**src/hw/daq_pkg.sv**
```systemverilog
package daq_pkg;

	localparam int ADDR_W   = 9;
	localparam int WORD_W   = 16;
	localparam int PERIOD_W = 32;
	localparam int FCNT_W   = 8;	// frame count field in status

	typedef logic [ADDR_W-1:0]   bus_addr_t;
	typedef logic [WORD_W-1:0]   word_t;
	typedef logic [PERIOD_W-1:0] period_t;

	localparam word_t VERSION_ID = 16'h1000;

	// register opcodes valued by their bus address
	typedef enum logic [ADDR_W-1:0] {
		op_version   = 9'h000,
		op_interval  = 9'h002,	// conversion interval in clocks
		op_enable    = 9'h004,
		op_fifo_clr  = 9'h006,
		op_status    = 9'h008,
		op_period_lo = 9'h00A,
		op_period_hi = 9'h00C,
		op_data      = 9'h00E,	// read pops one word
		op_miss      = 9'h010,
		op_none      = 9'h1FF
	} reg_op_e;

	typedef enum logic [2:0] {
		st_idle,
		st_convst,
		st_wait_busy_hi,
		st_wait_busy_lo,
		st_rd_low,
		st_rd_high,
		st_push
	} rdr_state_e;

endpackage

```
**src/hw/bus_reg_decode.sv**
```systemverilog
`timescale 1ns/1ps

module bus_reg_decode import daq_pkg::*; (
	input  logic              AD_CLK_40M,
	input  logic              reset_i,
	input  logic              mcu_cs_n_i,
	input  logic              mcu_we_n_i,
	input  logic              mcu_rd_n_i,
	input  bus_addr_t         mcu_addr_i,
	input  word_t             mcu_wdata_i,
	input  period_t           period_i,
	input  logic              period_valid_i,
	input  word_t             head_i,
	input  logic [FCNT_W-1:0] frame_cnt_i,
	input  word_t             miss_cnt_i,
	output word_t             mcu_rdata_o,
	output word_t             interval_o,
	output logic              enable_o,
	output logic              clr_o,
	output logic              pop_o
);

	reg_op_e op;
	logic    wr_en;
	logic    rd_en;
	word_t   status_word;

	assign wr_en = !mcu_cs_n_i && !mcu_we_n_i;	// one access per strobed cycle
	assign rd_en = !mcu_cs_n_i && !mcu_rd_n_i;

	//////////////////////////////
	// address decode

	always_comb begin
		case (mcu_addr_i)
			op_version,
			op_interval,
			op_enable,
			op_fifo_clr,
			op_status,
			op_period_lo,
			op_period_hi,
			op_data,
			op_miss: op = reg_op_e'(mcu_addr_i);
			default: op = op_none;
		endcase
	end

	// phase fault at bit 8 and frames in low byte
	assign status_word = {7'b0, !period_valid_i, frame_cnt_i};

	assign clr_o = wr_en && (op == op_fifo_clr) && mcu_wdata_i[0];
	assign pop_o = rd_en && (op == op_data);	// buffer advances at this edge

	//////////////////////////////
	// register writes

	always_ff @(posedge AD_CLK_40M) begin
		if (reset_i) begin
			interval_o <= '0;	// zero interval keeps scheduler idle
			enable_o   <= 1'b0;
		end else if (wr_en) begin
			case (op)
				op_interval: interval_o <= mcu_wdata_i;
				op_enable:   enable_o   <= mcu_wdata_i[0];
				default:     ;
			endcase
		end
	end

	//////////////////////////////
	// registered read mux

	always_ff @(posedge AD_CLK_40M) begin
		if (reset_i) begin
			mcu_rdata_o <= '0;
		end else if (rd_en) begin
			case (op)
				op_version:   mcu_rdata_o <= VERSION_ID;
				op_interval:  mcu_rdata_o <= interval_o;
				op_enable:    mcu_rdata_o <= {15'b0, enable_o};
				op_status:    mcu_rdata_o <= status_word;
				op_period_lo: mcu_rdata_o <= period_i[15:0];
				op_period_hi: mcu_rdata_o <= period_i[31:16];
				op_data:      mcu_rdata_o <= head_i;	// word before the pop
				op_miss:      mcu_rdata_o <= miss_cnt_i;
				default:      mcu_rdata_o <= '0;	// clr and unmapped
			endcase
		end
	end

endmodule

```
**src/hw/phase_period_meter.sv**
```systemverilog
`timescale 1ns/1ps

module phase_period_meter import daq_pkg::*; (
	input  logic    AD_CLK_40M,
	input  logic    reset_i,
	input  logic    phase_i,
	output period_t period_o,
	output logic    period_valid_o
);

	logic [1:0] phase_sync;	// two-flop synchronizer
	logic       phase_prev;
	logic       phase_rise;
	logic       seen_edge;	// first edge only starts the count
	period_t    cycle_cnt;

	assign phase_rise = phase_sync[1] && !phase_prev;

	always_ff @(posedge AD_CLK_40M) begin
		if (reset_i) begin
			phase_sync     <= 2'b00;
			phase_prev     <= 1'b0;
			seen_edge      <= 1'b0;
			cycle_cnt      <= '0;
			period_o       <= '0;
			period_valid_o <= 1'b0;
		end else begin
			phase_sync <= {phase_sync[0], phase_i};
			phase_prev <= phase_sync[1];
			if (phase_rise) begin
				cycle_cnt <= period_t'(1);	// edge cycle itself is count 0
				seen_edge <= 1'b1;
				if (seen_edge) begin
					period_o       <= cycle_cnt;
					period_valid_o <= 1'b1;
				end
			end else if (cycle_cnt != '1) begin
				cycle_cnt <= cycle_cnt + period_t'(1);	// saturates on a stopped shaft
			end
		end
	end

endmodule

```
**src/hw/sample_scheduler.sv**
```systemverilog
`timescale 1ns/1ps

module sample_scheduler import daq_pkg::*; (
	input  logic  AD_CLK_40M,
	input  logic  reset_i,
	input  logic  enable_i,
	input  logic  period_valid_i,
	input  word_t interval_i,
	output logic  start_o
);

	logic  allow;
	word_t tick_cnt;
	logic  tick_last;

	// no triggers without a valid key phase
	assign allow     = enable_i && period_valid_i && (interval_i != '0);
	assign tick_last = (tick_cnt == interval_i - 16'd1);

	always_ff @(posedge AD_CLK_40M) begin
		if (reset_i) begin
			tick_cnt <= '0;
			start_o  <= 1'b0;
		end else if (!allow) begin
			tick_cnt <= '0;	// reload so the first start is a full interval later
			start_o  <= 1'b0;
		end else if (tick_last) begin
			tick_cnt <= '0;
			start_o  <= 1'b1;
		end else begin
			tick_cnt <= tick_cnt + 16'd1;
			start_o  <= 1'b0;
		end
	end

endmodule

```
**src/hw/adc_conv_reader.sv**
```systemverilog
`timescale 1ns/1ps

module adc_conv_reader import daq_pkg::*; #(
	parameter int NUM_CH     = 4,
	parameter int FRAMES     = 4,
	parameter int CONVST_CYC = 2,
	parameter int RD_CYC     = 2
) (
	input  logic  AD_CLK_40M,
	input  logic  reset_i,
	input  logic  start_i,
	input  logic  clr_i,
	input  logic  credit_i,
	input  logic  adc_busy_i,
	input  word_t adc_db_i,
	output logic  adc_convst_n_o,
	output logic  adc_cs_n_o,
	output logic  adc_rd_n_o,
	output logic  push_o,
	output word_t push_data_o,
	output word_t miss_cnt_o
);

	localparam int CRD_W   = $clog2(FRAMES + 1);
	localparam int CH_W    = (NUM_CH > 1) ? $clog2(NUM_CH) : 1;
	localparam int TMR_MAX = (CONVST_CYC > RD_CYC) ? CONVST_CYC : RD_CYC;
	localparam int TMR_W   = (TMR_MAX > 1) ? $clog2(TMR_MAX) : 1;

	rdr_state_e       state;
	logic [CRD_W-1:0] credits;	// free frame slots in the buffer
	logic [CRD_W-1:0] credits_nxt;
	logic [CH_W-1:0]  ch;
	logic [TMR_W-1:0] tmr;	// strobe width timer
	logic             rd_strobe_n;
	logic             accept;
	logic             rd_last;

	assign accept  = start_i && (state == st_idle) && (credits != '0);
	assign rd_last = (state == st_rd_low) && (tmr == TMR_W'(RD_CYC - 1));

	assign adc_cs_n_o = rd_strobe_n;	// cs and rd move together
	assign adc_rd_n_o = rd_strobe_n;

	//////////////////////////////
	// credits and misses

	always_comb begin
		credits_nxt = credits;
		if (accept)
			credits_nxt = credits_nxt - CRD_W'(1);	// spent at the start
		if (credit_i)
			credits_nxt = credits_nxt + CRD_W'(1);
	end

	always_ff @(posedge AD_CLK_40M) begin
		if (reset_i || clr_i)
			credits <= CRD_W'(FRAMES);
		else
			credits <= credits_nxt;
	end

	always_ff @(posedge AD_CLK_40M) begin
		if (reset_i)
			miss_cnt_o <= '0;
		else if (start_i && !accept && (miss_cnt_o != '1))
			miss_cnt_o <= miss_cnt_o + 16'd1;	// busy or no credit
	end

	//////////////////////////////
	// conversion and readout FSM

	always_ff @(posedge AD_CLK_40M) begin
		if (reset_i || clr_i) begin
			state          <= st_idle;
			adc_convst_n_o <= 1'b1;
			rd_strobe_n    <= 1'b1;
			push_o         <= 1'b0;
			ch             <= '0;
			tmr            <= '0;
		end else begin
			push_o <= 1'b0;
			case (state)
				st_idle: begin
					if (accept) begin
						adc_convst_n_o <= 1'b0;
						tmr            <= '0;
						state          <= st_convst;
					end
				end
				st_convst: begin
					if (tmr == TMR_W'(CONVST_CYC - 1)) begin
						adc_convst_n_o <= 1'b1;
						state          <= st_wait_busy_hi;
					end else begin
						tmr <= tmr + TMR_W'(1);
					end
				end
				st_wait_busy_hi: if (adc_busy_i) state <= st_wait_busy_lo;
				st_wait_busy_lo: begin
					if (!adc_busy_i) begin	// conversion done
						rd_strobe_n <= 1'b0;
						tmr         <= '0;
						ch          <= '0;
						state       <= st_rd_low;
					end
				end
				st_rd_low: begin
					if (rd_last) begin
						rd_strobe_n <= 1'b1;
						push_o      <= 1'b1;
						state       <= (ch == CH_W'(NUM_CH - 1)) ? st_push : st_rd_high;
					end else begin
						tmr <= tmr + TMR_W'(1);
					end
				end
				st_rd_high: begin	// one high cycle between words
					rd_strobe_n <= 1'b0;
					tmr         <= '0;
					ch          <= ch + CH_W'(1);
					state       <= st_rd_low;
				end
				st_push: state <= st_idle;	// last word of the frame
				default: state <= st_idle;
			endcase
		end
	end

	always_ff @(posedge AD_CLK_40M) begin
		if (rd_last)
			push_data_o <= adc_db_i;
	end

endmodule

```
**src/hw/frame_buffer.sv**
```systemverilog
`timescale 1ns/1ps

module frame_buffer import daq_pkg::*; #(
	parameter int NUM_CH = 4,
	parameter int FRAMES = 4
) (
	input  logic              AD_CLK_40M,
	input  logic              reset_i,
	input  logic              clr_i,
	input  logic              push_i,
	input  word_t             push_data_i,
	input  logic              pop_i,
	output word_t             head_o,
	output logic [FCNT_W-1:0] frame_cnt_o,
	output logic              credit_o
);

	localparam int DEPTH = NUM_CH * FRAMES;
	localparam int AW    = (DEPTH > 1) ? $clog2(DEPTH) : 1;
	localparam int CNT_W = $clog2(DEPTH + 1);
	localparam int CH_W  = (NUM_CH > 1) ? $clog2(NUM_CH) : 1;

	word_t            mem [DEPTH];
	logic [AW-1:0]    wr_ptr;
	logic [AW-1:0]    rd_ptr;
	logic [CNT_W-1:0] word_cnt;
	logic [CH_W-1:0]  wr_ch;	// word position in the frame being pushed
	logic [CH_W-1:0]  rd_ch;
	logic             do_push;
	logic             do_pop;
	logic             frame_in;
	logic             frame_out;

	assign do_push   = push_i && (word_cnt != CNT_W'(DEPTH));
	assign do_pop    = pop_i && (word_cnt != '0);	// empty pop ignored
	assign frame_in  = do_push && (wr_ch == CH_W'(NUM_CH - 1));
	assign frame_out = do_pop && (rd_ch == CH_W'(NUM_CH - 1));
	assign head_o    = (word_cnt != '0) ? mem[rd_ptr] : '0;

	always_ff @(posedge AD_CLK_40M) begin
		if (do_push)
			mem[wr_ptr] <= push_data_i;
	end

	//////////////////////////////
	// pointers and counts

	always_ff @(posedge AD_CLK_40M) begin
		if (reset_i || clr_i) begin
			wr_ptr      <= '0;
			rd_ptr      <= '0;
			word_cnt    <= '0;
			wr_ch       <= '0;
			rd_ch       <= '0;
			frame_cnt_o <= '0;
			credit_o    <= 1'b0;
		end else begin
			if (do_push) begin
				wr_ptr <= (wr_ptr == AW'(DEPTH - 1)) ? '0 : wr_ptr + AW'(1);
				wr_ch  <= (wr_ch == CH_W'(NUM_CH - 1)) ? '0 : wr_ch + CH_W'(1);
			end
			if (do_pop) begin
				rd_ptr <= (rd_ptr == AW'(DEPTH - 1)) ? '0 : rd_ptr + AW'(1);
				rd_ch  <= (rd_ch == CH_W'(NUM_CH - 1)) ? '0 : rd_ch + CH_W'(1);
			end
			case ({do_push, do_pop})
				2'b10:   word_cnt <= word_cnt + CNT_W'(1);
				2'b01:   word_cnt <= word_cnt - CNT_W'(1);
				default: ;
			endcase
			case ({frame_in, frame_out})
				2'b10:   frame_cnt_o <= frame_cnt_o + 8'd1;
				2'b01:   frame_cnt_o <= frame_cnt_o - 8'd1;
				default: ;
			endcase
			credit_o <= frame_out;	// freed slot goes back as a credit
		end
	end

endmodule

```
**src/hw/daq_top.sv**
```systemverilog
`timescale 1ns/1ps

module daq_top import daq_pkg::*; #(
	parameter int NUM_CH     = 4,
	parameter int FRAMES     = 4,
	parameter int CONVST_CYC = 2,
	parameter int RD_CYC     = 2
) (
	input  logic      AD_CLK_40M,
	input  logic      reset_i,
	input  logic      mcu_cs_n_i,
	input  logic      mcu_we_n_i,
	input  logic      mcu_rd_n_i,
	input  bus_addr_t mcu_addr_i,
	input  word_t     mcu_wdata_i,
	output word_t     mcu_rdata_o,
	input  logic      phase_i,
	input  word_t     adc_db_i,
	input  logic      adc_busy_i,
	output logic      adc_convst_n_o,
	output logic      adc_cs_n_o,
	output logic      adc_rd_n_o
);

	word_t             interval;
	logic              enable;
	logic              clr;
	logic              pop;
	period_t           period;
	logic              period_valid;
	word_t             head;
	logic [FCNT_W-1:0] frame_cnt;
	word_t             miss_cnt;
	logic              start;
	logic              push;
	word_t             push_data;
	logic              credit;

	//////////////////////////////
	// register decode

	bus_reg_decode u_decode (
		.AD_CLK_40M(AD_CLK_40M), .reset_i(reset_i),
		.mcu_cs_n_i(mcu_cs_n_i), .mcu_we_n_i(mcu_we_n_i), .mcu_rd_n_i(mcu_rd_n_i),
		.mcu_addr_i(mcu_addr_i), .mcu_wdata_i(mcu_wdata_i),
		.period_i(period), .period_valid_i(period_valid), .head_i(head),
		.frame_cnt_i(frame_cnt), .miss_cnt_i(miss_cnt), .mcu_rdata_o(mcu_rdata_o),
		.interval_o(interval), .enable_o(enable), .clr_o(clr), .pop_o(pop)
	);

	//////////////////////////////
	// trigger and conversion

	phase_period_meter u_meter (
		.AD_CLK_40M(AD_CLK_40M), .reset_i(reset_i), .phase_i(phase_i),
		.period_o(period), .period_valid_o(period_valid)
	);

	sample_scheduler u_sched (
		.AD_CLK_40M(AD_CLK_40M), .reset_i(reset_i), .enable_i(enable),
		.period_valid_i(period_valid), .interval_i(interval), .start_o(start)
	);

	adc_conv_reader #(
		.NUM_CH(NUM_CH), .FRAMES(FRAMES), .CONVST_CYC(CONVST_CYC), .RD_CYC(RD_CYC)
	) u_reader (
		.AD_CLK_40M(AD_CLK_40M), .reset_i(reset_i), .start_i(start), .clr_i(clr),
		.credit_i(credit), .adc_busy_i(adc_busy_i), .adc_db_i(adc_db_i),
		.adc_convst_n_o(adc_convst_n_o), .adc_cs_n_o(adc_cs_n_o), .adc_rd_n_o(adc_rd_n_o),
		.push_o(push), .push_data_o(push_data), .miss_cnt_o(miss_cnt)
	);

	frame_buffer #(.NUM_CH(NUM_CH), .FRAMES(FRAMES)) u_buffer (
		.AD_CLK_40M(AD_CLK_40M), .reset_i(reset_i), .clr_i(clr), .push_i(push),
		.push_data_i(push_data), .pop_i(pop), .head_o(head),
		.frame_cnt_o(frame_cnt), .credit_o(credit)
	);

endmodule

```
**config.mk**
```make
export PLATFORM = sky130hd
export DESIGN_NAME = daq_top
export DESIGN_NICKNAME = d
export VERILOG_FILES = /design/src/hw/daq_pkg.sv /design/src/hw/bus_reg_decode.sv /design/src/hw/phase_period_meter.sv /design/src/hw/sample_scheduler.sv /design/src/hw/adc_conv_reader.sv /design/src/hw/frame_buffer.sv /design/src/hw/daq_top.sv
export SDC_FILE = /design/constraint.sdc
export NUM_CORES = 1
export LEC_CHECK = 0
export BUFFER_PORTS_ARGS = -buffer_cell sky130_fd_sc_hd__buf_2
export CAP_MARGIN = 20
export CORE_MARGIN = 2
export CORE_UTILIZATION = 30
export DETAILED_ROUTE_END_ITERATION = 8
export PLACE_DENSITY = 0.48
export SYNTH_ARGS = -nofsm -noshare
export SYNTH_HDL_FRONTEND = slang
export SYNTH_SLANG_ARGS = --single-unit
```
**constraint.sdc**
```tcl
create_clock -name AD_CLK_40M -period 4.03 [get_ports AD_CLK_40M]
set_input_delay 0.6045 -clock AD_CLK_40M [delete_from_list [all_inputs] [get_ports AD_CLK_40M]]
set_output_delay 0.6045 -clock AD_CLK_40M [all_outputs]
set_load 0.005 [all_outputs]
```
==> results of run 1 <==
==> report_power, final <==
group	switching (µW)	total, µW	internal (µW)
combinational	77.5	118	40.7
sequential	6.19	4830	4820
clock	1830	4530	2700
==> metrics by stage <==
| stage | instance area [µm²] | total power [µW] | cells |
|---|---|---|---|
| after CTS | 22400 | 9600 | 2490 |
| after floorplan | 19300 | 4990 | 1527 |
| after detailed placement | 20800 | 5040 | 2399 |
| after global routing | 22400 | 9800 | 2490 |
| final | 22400 | 9480 | 2490 |
| after global placement | 20700 | 5040 | 2396 |
==> final timing paths <==
check,start,to,slack (ns),depth (start not counted)
worst max-delay path,u_buffer.word_cnt[0],u_buffer.frame_cnt_o[4],0.49,13
worst min-delay path,adc_db_i[15],u_reader.push_data_o[15],0.20,1
worst min register to register,u_meter.phase_sync[0],u_meter.phase_sync[1],0.44,1
worst max register to register,u_buffer.word_cnt[0],u_buffer.frame_cnt_o[4],0.49,13
==> layout make-up <==
type                            count  area, µm²
Timing Repair Buffer              114        763
Clock buffer                       66       1330
Sequential cell                   449      11700
Multi-Input combinational cell    971       7150
Fill cell                        6119      40800
Clock inverter                     25        280
Inverter                           19       71.3
Tap cell                          846       1060
==> flip-flops by register name, indices dropped and copies added, names as in the netlist, 8 cells and up, named ones only <==
signal	count
u_decode.mcu_rdata_o	16
u_reader.miss_cnt_o	16
u_sched.tick_cnt	16
u_buffer.frame_cnt_o	8
u_meter.period_o	32
u_decode.interval_o	16
u_reader.push_data_o	16
u_meter.cycle_cnt	32
u_buffer.mem	256
==> cell usage in the layout, fill, tap and decap left out, drive strengths merged, types with 7 or more instances in the layout <==
master,n
edfxtp,272
dfxtp,177
nand2,173
nor2,150
buf,114
a21oi,94
mux4,80
clkbuf,66
xor2,48
nand3,47
o21ai,37
xnor2,34
nor3,24
a22oi,23
ha,22
mux2i,21
inv,21
or3,19
nor2b,16
nor4,16
clkinv,16
nand4,13
and3,12
nand2b,10
and4,10
o211ai,9
and2,8
a221o,8
or2,7
==> routing by layer <==
| layer | vias up | part of all wire |
|---|---|---|
| met3 | 67 | 0.044 |
| met2 | 297 | 0.49 |
| met4 | 0 | 0.021 |
| met1 | 6257 | 0.44 |
| li1 | 5864 | - |
| met5 | - | 0 |
==> kinds of logic (layout without fill, tap and decap cells) <==
| kind of cell | Yosys count | after routing | synth area share |
|---|---|---|---|
| muxes | 103 | 103 | 0.106 |
| xor gates and xnor gates | 82 | 82 | 0.0373 |
| AOI/OAI and AO/OA | 231 | 231 | 0.0770 |
| and+or+nand+nor | 532 | 532 | 0.132 |
| DFF | 449 | 449 | 0.609 |
| adders and majority gates | 23 | 23 | 0.0153 |
| buffers and inverters | 107 | 224 | 0.0233 |
==> results_dict.tcl, run 1 <==
set metrics [dict create \
    status "completed" \
    grt_usage 0.153 \
    hold_class "primary input to flip-flop" \
    vias 12485 \
    io_pins 67 \
    fin_tns_setup_ns 0 \
    clkTransAtPathRegs_ns 0.06 \
    cts-hold-fix-buffers 0 \
    grt_use_met2 0.260 \
    grt_pass1_vias 12468 \
    drtIter0Drc 901 \
    synth_area_leaders "edfxtp_1 (42%), dfxtp_1 (18%), mux4_2 (9.4%)" \
    htreeDepth 2 \
    antenna_cells 0 \
    max_stage_delay_ns 0.70 \
    end_kind "flip-flop" \
    synth_area_leader_cell "edfxtp_1" \
    drcViolationCount 0 \
    die_area_um2 66200 \
    powerDensity_nw_per_um2 424 \
    synth.distinct_cells 78 \
    grt.overflow.total 0 \
    busiest_layer "met2" \
    met1_usage 0.202 \
    ys_seq_area_frac 0.609 \
    synth_edf_count 272 \
    chipHeight_um 257 \
    hpwl_mm 33.1 \
    wirelength_mm 50.6 \
    fin_crit_sh 0.878 \
    io_buffers 66 \
    cap_violations 0 \
    yosysTopAreaCellShare 0.425 \
    min_period_ns 3.54 \
    synth_common_cells "edfxtp_1 (272), dfxtp_1 (177), nand2_1 (173)" \
    syn_nets 1598 \
    post-synth-top-count-cell "edfxtp_1" \
    cts_tree "done" \
    cts-resized-gates 0 \
    required_ns 4.54 \
    fin_skew_ns 0.0138 \
    avgRoutedWirePerCell_um 20.3 \
    max_freq_mhz 282 \
    drive_gt1_frac 0.189 \
    grt_max_degree 77 \
    cts-root-buf "clkbuf_16" \
    syn_inst 1527 \
    vdd_drop_max_v 0.000310 \
    cts_buffers 49 \
    crit_buf_inv 0 \
    met3_usage 0.0225 \
    yosysWarnings 0 \
    holdWs_ns 0.199 \
    antenna_found_initial 1 \
    die_x_um 257 \
    crit_path_start_kind "flip-flop" \
    drt-pass1-iter-count 5 \
    area_growth_pct 16.3 \
    final_util 0.354 \
    cp_max_fo 4 \
    syn_avg_cell_area_um2 12.6 \
    postCtsSetupBuffers 0 \
    ys.flop_type "edfxtp_1" \
    core_um2 63200 \
    tightest_slew_ns 0.994 \
    critPathKind "flip-flop to flip-flop" \
    setup_ws_ns 0.490 \
    timing_hold_violations_final 0 \
    arrival_ns 4.05 \
    path_cells "or4_1 > o2111ai_1 > nor4_4 > and2_1 > ha_2 > xor2_1 > ha_1 > a21oi_2 > o21ai_0 > a221oi_2 > xor2_1 > or3_1 > a21oi_1" \
    slew_headroom 0.329 \
    cp_common_cell "xor2_1" \
    synth_area_um2 19200 \
    post-place-ws_ns 0.133 \
    clock_latency_ns 0.58 \
    cts_num_sinks 449 \
    routabilityCongestion 0.831 \
    final-setup-viol-count 0 \
    rsz0062_at_grt "false" \
    slowest_stage "or4_1" \
    power.leakage_uw 0.00729 \
    rows 92 \
    clockBufferDepth 3 \
    grt_pass1_wl_mm 77.3 \
    ys_ff_latch 449 \
    vias_per_cell 5.01 \
    slew_violations 0 \
    ant_nets 0 \
    crit_family "simple AND/OR/NAND/NOR gates" \
    start_util 0.304 \
    fin_nets 1675 \
    async_flop_share 0 \
]
No activity file was read; power rests on OpenSTA's default activity.
==> inputs of run 2 (changes only) <==
RECOVER_POWER = 100   (was not set)
==> results_dict.tcl, run 2 (synthesis results as in run 1) <==
set metrics [dict create \
    status "complete, but fails checks" \
    violations "capacitance limit, slew limit" \
    drive_gt1_frac 0.157 \
    vdd_drop_max_v 0.000310 \
    pwr-share-comb 0.012 \
    placed_cell_area_um2 20800 \
    cap_violations 6 \
    die_area_um2 66200 \
    cp_max_fo 4 \
    grt_pass1_vias 12468 \
    drtIter0Drc 894 \
    crit_path_start_kind "flip-flop" \
    antenna_cells 0 \
    grt.overflow.total 0 \
    final_common_cell "edfxtp_1" \
    slew_headroom -0.145 \
    clkTransAtPathRegs_ns 0.06 \
    vias 12525 \
    regMostFlops "u_buffer.mem" \
    vias_per_cell 5.03 \
    power.leakage_uw 0.00709 \
    fin_nets 1675 \
    clock_latency_ns 0.58 \
    max_stage_delay_ns 0.68 \
    wirelength_mm 50.6 \
    io_pins 67 \
    tightest_slew_ns 1.72 \
    slew_violations 157 \
    cts-resized-gates 0 \
    hold_class "primary input to flip-flop" \
    powerDensity_nw_per_um2 427 \
    rows 92 \
    end_kind "flip-flop" \
    top_regs "u_buffer.mem (256), u_meter.cycle_cnt (32), u_meter.period_o (32)" \
    postCtsSetupBuffers 0 \
    start_util 0.304 \
    cts_buffers 49 \
    cts-root-buf "clkbuf_16" \
    cts-hold-fix-buffers 0 \
    clockBufferDepth 3 \
    rsz0062_at_grt "false" \
    htreeDepth 2 \
    grt_max_degree 77 \
    timing_hold_violations_final 0 \
    routabilityCongestion 0.831 \
    fin_skew_ns 0.0134 \
    rrSetupSlack_ns 0.45 \
    required_ns 4.52 \
    switchingPower_uw 1910 \
    design_area_um2 22200 \
    final-setup-viol-count 0 \
    crit_family "simple AND/OR/NAND/NOR gates" \
    cts_tree "done" \
    p_int_uw 7560 \
    slowest_stage "or4_1" \
    ant_nets 0 \
    grt_pass1_wl_mm 77.3 \
    grt_usage 0.153 \
    die_x_um 257 \
    avgRoutedWirePerCell_um 20.3 \
    max_freq_mhz 279 \
    largest_reg_flops 256 \
    power_switching_share 0.202 \
    drt-pass1-iter-count 5 \
    seq_power_share 0.510 \
    min_period_ns 3.58 \
    fin_crit_sh 0.888 \
    core_um2 63200 \
    chipHeight_um 257 \
    antenna_found_initial 1 \
    cts_num_sinks 449 \
    area_growth_pct 15.2 \
    crit_buf_inv 0 \
    arrival_ns 4.07 \
    clockPowerShare 0.478 \
    path_cells "or4_1 > o2111ai_1 > nor4_4 > and2_1 > ha_1 > xor2_1 > ha_1 > a21oi_2 > o21ai_0 > a221oi_2 > xor2_1 > or3_1 > a21oi_1" \
    critPathKind "flip-flop to flip-flop" \
    mostFrequentLayoutCells "edfxtp_1 (272), dfxtp_1 (175), nand2_1 (173)" \
    fin_tns_setup_ns 0 \
    fillerInstances 6158 \
    drcViolationCount 0 \
    hpwl_mm 33.1 \
    io_buffers 66 \
]
[run 2: cell types whose count changed in the layout (fill, tap and decap cells not counted), moves of 3 or more]
cell | before | now
buf_2 | 66 | 49
clkbuf_1 | 13 | 56
nor3_2 | 4 | 1
buf_4 | 43 | 18
nor3_1 | 20 | 23
[run 2: metal layers]
layer	vias to the layer above	part of all wire	GRT usage
li1	5863	-	-
met1	6256	0.44	0.202
met2	337	0.49	0.260
met3	69	0.049	0.0225
met4	0	0.021	0.0422
met5	-	0	0
[run 2: worst paths after layout]
| path | depth (start not counted) | start | end |
|---|---|---|---|
| min | 1 | adc_db_i[15] | u_reader.push_data_o[15] |
| max | 13 | u_buffer.word_cnt[0] | u_buffer.frame_cnt_o[4] |
| min reg2reg | 1 | u_meter.phase_sync[0] | u_meter.phase_sync[1] |
| max reg2reg | 13 | u_buffer.word_cnt[0] | u_buffer.frame_cnt_o[4] |
[run 2: area by class of cell]
type,instances,area (µm²),area share
clock inverter,25,280,0.0126
timing repair buffer,114,599,0.0270
clock buffer,66,1330,0.0600
sequential,449,11700,0.529
multi-input combinational,971,7110,0.321
inverter,19,71.3,0.00322
tap,846,1060,0.0478
[run 2: per-stage QoR]
stage	setup slack, ns	cells	utilization	hold WS (ns)	total power [µW]
3_3_place_gp	0.135	2396	0.327	0.424	5040
6_report	0.451	2490	0.351	0.199	9470
2_1_floorplan	0.00306	1527	-	0.414	4990
5_1_grt	0.211	2490	0.351	0.173	9800
4_1_cts	0.518	2490	0.354	0.163	9600
3_5_place_dp	0.133	2399	0.329	0.426	5040
[run 2: power by group through the flow]
stage / clock [µW] / sequential, µW / combinational [µW]
floorplan: 0 / 4920 / 61.4
global placement: 0 / 4930 / 118
detailed placement: 0 / 4930 / 119
CTS: 4660 / 4830 / 119
global route: 4840 / 4830 / 125
finish: 4530 / 4830 / 114
==> inputs of run 3 (changes only) <==
ABC_AREA = 1   (was not set)
==> results_dict.tcl, run 3 <==
set metrics [dict create \
    max_freq_mhz 285 \
    die_x_um 268 \
    hpwl_mm 37.8 \
    path_cells "ha_1 > nand4_4 > nor2_4 > nand3_1 > nor3_1 > inv_2 > a21oi_1 > a21oi_1" \
    cap_violations 13 \
    ys.flop_type "edfxtp_1" \
    slew_violations 281 \
    status "complete, but fails checks" \
    synth_edf_count 272 \
    yosysTopAreaCellShare 0.389 \
    synth_common_cells "nand2_1 (550), inv_1 (306), nand3_1 (303)" \
    crit_family "simple AND/OR/NAND/NOR gates" \
    grt_pass1_vias 15410 \
    io_pins 67 \
    largest_reg_flops 256 \
    rows 96 \
    cts_tree "done" \
    cp_max_fo 17 \
    final_util 0.344 \
    placed_cell_area_um2 22400 \
    fin_crit_sh 0.869 \
    antenna_found_initial 0 \
    final_common_cell "nand2_1" \
    drtIter0Drc 1033 \
    end_kind "flip-flop" \
    top_regs "u_buffer.mem (256), u_meter.cycle_cnt (32), u_meter.period_o (32)" \
    core_um2 68900 \
    total_power_uw 9500 \
    area_growth_pct 13.2 \
    drt-pass1-iter-count 7 \
    clockBufferDepth 3 \
    clock_latency_ns 0.60 \
    crit_path_start_kind "flip-flop" \
    vias 16247 \
    min_from "adc_db_i[2]" \
    required_ns 4.39 \
    rrSetupSlack_ns 0.53 \
    regMostFlops "u_buffer.mem" \
    htreeDepth 2 \
    vdd_drop_max_v 0.000289 \
    avgRoutedWirePerCell_um 17.3 \
    final-setup-viol-count 0 \
    drive_gt1_frac 0.0734 \
    grt_pass1_wl_mm 90.7 \
    cts_buffers 51 \
    synth_area_leaders "edfxtp_1 (39%), dfxtp_1 (17%), nand2_1 (9.8%)" \
    crit_buf_inv 1 \
    min_period_ns 3.50 \
    max_stage_delay_ns 1.41 \
    design_area_um2 23700 \
    violations "capacitance limit, slew limit" \
    critPathKind "flip-flop to flip-flop" \
    grt.overflow.total 0 \
    chipHeight_um 268 \
    post-synth-top-count-cell "nand2_1" \
    powerDensity_nw_per_um2 400 \
    cts-root-buf "clkbuf_16" \
    fin_skew_ns 0.0155 \
    cp_common_cell "a21oi_1" \
    rsz0062_at_grt "false" \
    timing_hold_violations_final 0 \
    syn_inst 2419 \
    ys_ff_latch 449 \
    cts-hold-fix-buffers 0 \
    io_buffers 66 \
    r2r-end "u_meter.cycle_cnt[0]" \
    slew_headroom -0.809 \
    tightest_slew_ns 2.71 \
    wirelength_mm 59.6 \
    start_util 0.304 \
    ant_nets 0 \
    grt_usage 0.165 \
    hold_class "primary input to flip-flop" \
    reg2reg_depth 8 \
    vias_per_cell 4.73 \
    fillerInstances 7152 \
    mostFrequentLayoutCells "nand2_1 (553), inv_1 (311), nand3_1 (304)" \
    yosysWarnings 0 \
    cts-resized-gates 0 \
    arrival_ns 3.86 \
    fin_cells 3437 \
    dp.cells 3348 \
    antenna_cells 0 \
    grt_max_degree 92 \
    cts_num_sinks 449 \
    routabilityCongestion 0.855 \
    synth_area_um2 21000 \
    ys_seq_area_frac 0.558 \
    synth.distinct_cells 49 \
    hold_path_depth 1 \
    hold_end "u_reader.push_data_o[2]" \
    r2r_start "u_meter.cycle_cnt[1]" \
    drcViolationCount 0 \
    postCtsSetupBuffers 0 \
    die_area_um2 72000 \
    syn_avg_cell_area_um2 8.67 \
    fin_nets 2541 \
    slowest_stage "nor3_1" \
    syn_nets 2490 \
    fin_tns_setup_ns 0 \
    clkTransAtPathRegs_ns 0.06 \
    synth_area_leader_cell "edfxtp_1" \
    async_flop_share 0 \
    power.leakage_uw 0.00913 \
]
## run 3: cell types whose count changed after synthesis, moves of 17 or more
| cell | previous run | this run |
|---|---|---|
| nand2_1 | 173 | 550 |
| inv_1 | 19 | 306 |
| nand3_1 | 47 | 303 |
| mux4_2 | 80 | 0 |
| nor2_1 | 149 | 227 |
| o21ai_0 | 37 | 104 |
| buf_2 | 5 | 29 |
| a22oi_1 | 23 | 0 |
| nand4_1 | 13 | 36 |
| mux2i_1 | 21 | 0 |
| a21oi_1 | 94 | 112 |
| or3_1 | 17 | 0 |
## run 3: final cells by class
| cell class | instances | area, µm² | share of cell area |
|---|---|---|---|
| inverter | 321 | 1210 | 0.0508 |
| timing repair buffer | 101 | 517 | 0.0218 |
| clock inverter | 24 | 206 | 0.00869 |
| clock buffer | 65 | 1380 | 0.0581 |
| tap | 931 | 1160 | 0.0491 |
| sequential | 449 | 11700 | 0.493 |
| multi-input combinational | 1546 | 7560 | 0.318 |
## run 3: metrics by stage
| step | worst slack, ns | hold WS, ns |
|---|---|---|
| after floorplan | 0.815 | 0.388 |
| after global placement | 0.434 | 0.389 |
| after detailed placement | 0.391 | 0.397 |
| after CTS | 0.772 | 0.137 |
| after global routing | 0.201 | 0.145 |
| final | 0.527 | 0.180 |
## run 3: routing by layer
layer  share of wire  wire length, µm  GRT usage  vias to the layer above
li1                -                -          -                     8055
met1            0.46            27100      0.218                     7754
met2            0.46            27600      0.269                      341
met3           0.044             2620     0.0281                       97
met4           0.037             2190     0.0646                        0
met5               0                0          0                        -
## run 3: worst max path at each step
stage	start	end	slack (ns)	cells after the start
5_1_grt	u_buffer.word_cnt[1]	u_buffer.frame_cnt_o[6]	0.20	17
3_3_place_gp	mcu_addr_i[7]	u_buffer.frame_cnt_o[6]	0.43	20
3_5_place_dp	mcu_addr_i[7]	u_buffer.frame_cnt_o[6]	0.39	20
2_1_floorplan	mcu_addr_i[7]	u_buffer.frame_cnt_o[6]	0.81	20
6_report	u_meter.cycle_cnt[1]	u_meter.cycle_cnt[0]	0.53	8
4_1_cts	u_buffer.word_cnt[1]	u_buffer.frame_cnt_o[6]	0.77	18
## run 3: logic make-up (layout without fill, tap and decap cells)
logic type               count (synthesis)  count (layout)  share of synthesized area
AO/OA/AOI/OAI                          252             252                     0.0641
XOR/XNOR                                70              70                     0.0312
adder cells (fa/ha/maj)                 23              23                     0.0141
buffers and inverters                  424             511                     0.0795
flip-flops                             449             449                      0.558
AND/OR/NAND/NOR                       1201            1201                      0.253
## run 3: worst register-to-register path, stage by stage (launching register included)
cell and delay (ns):
dfxtp_1 0.45, ha_1 0.32, nand4_4 0.18, nor2_4 0.14, nand3_1 0.12, nor3_1 1.41
inv_2 0.30, a21oi_1 0.25, a21oi_1 0.09
## run 3: report_power, final
part           total [µW]  leakage, µW  internal, µW  switching (µW)
combinational         187      0.00447          51.2             135
sequential           4840      0.00387          4830            13.6
clock                4470     0.000787          2600            1880
total                9500      0.00913          7480            2030
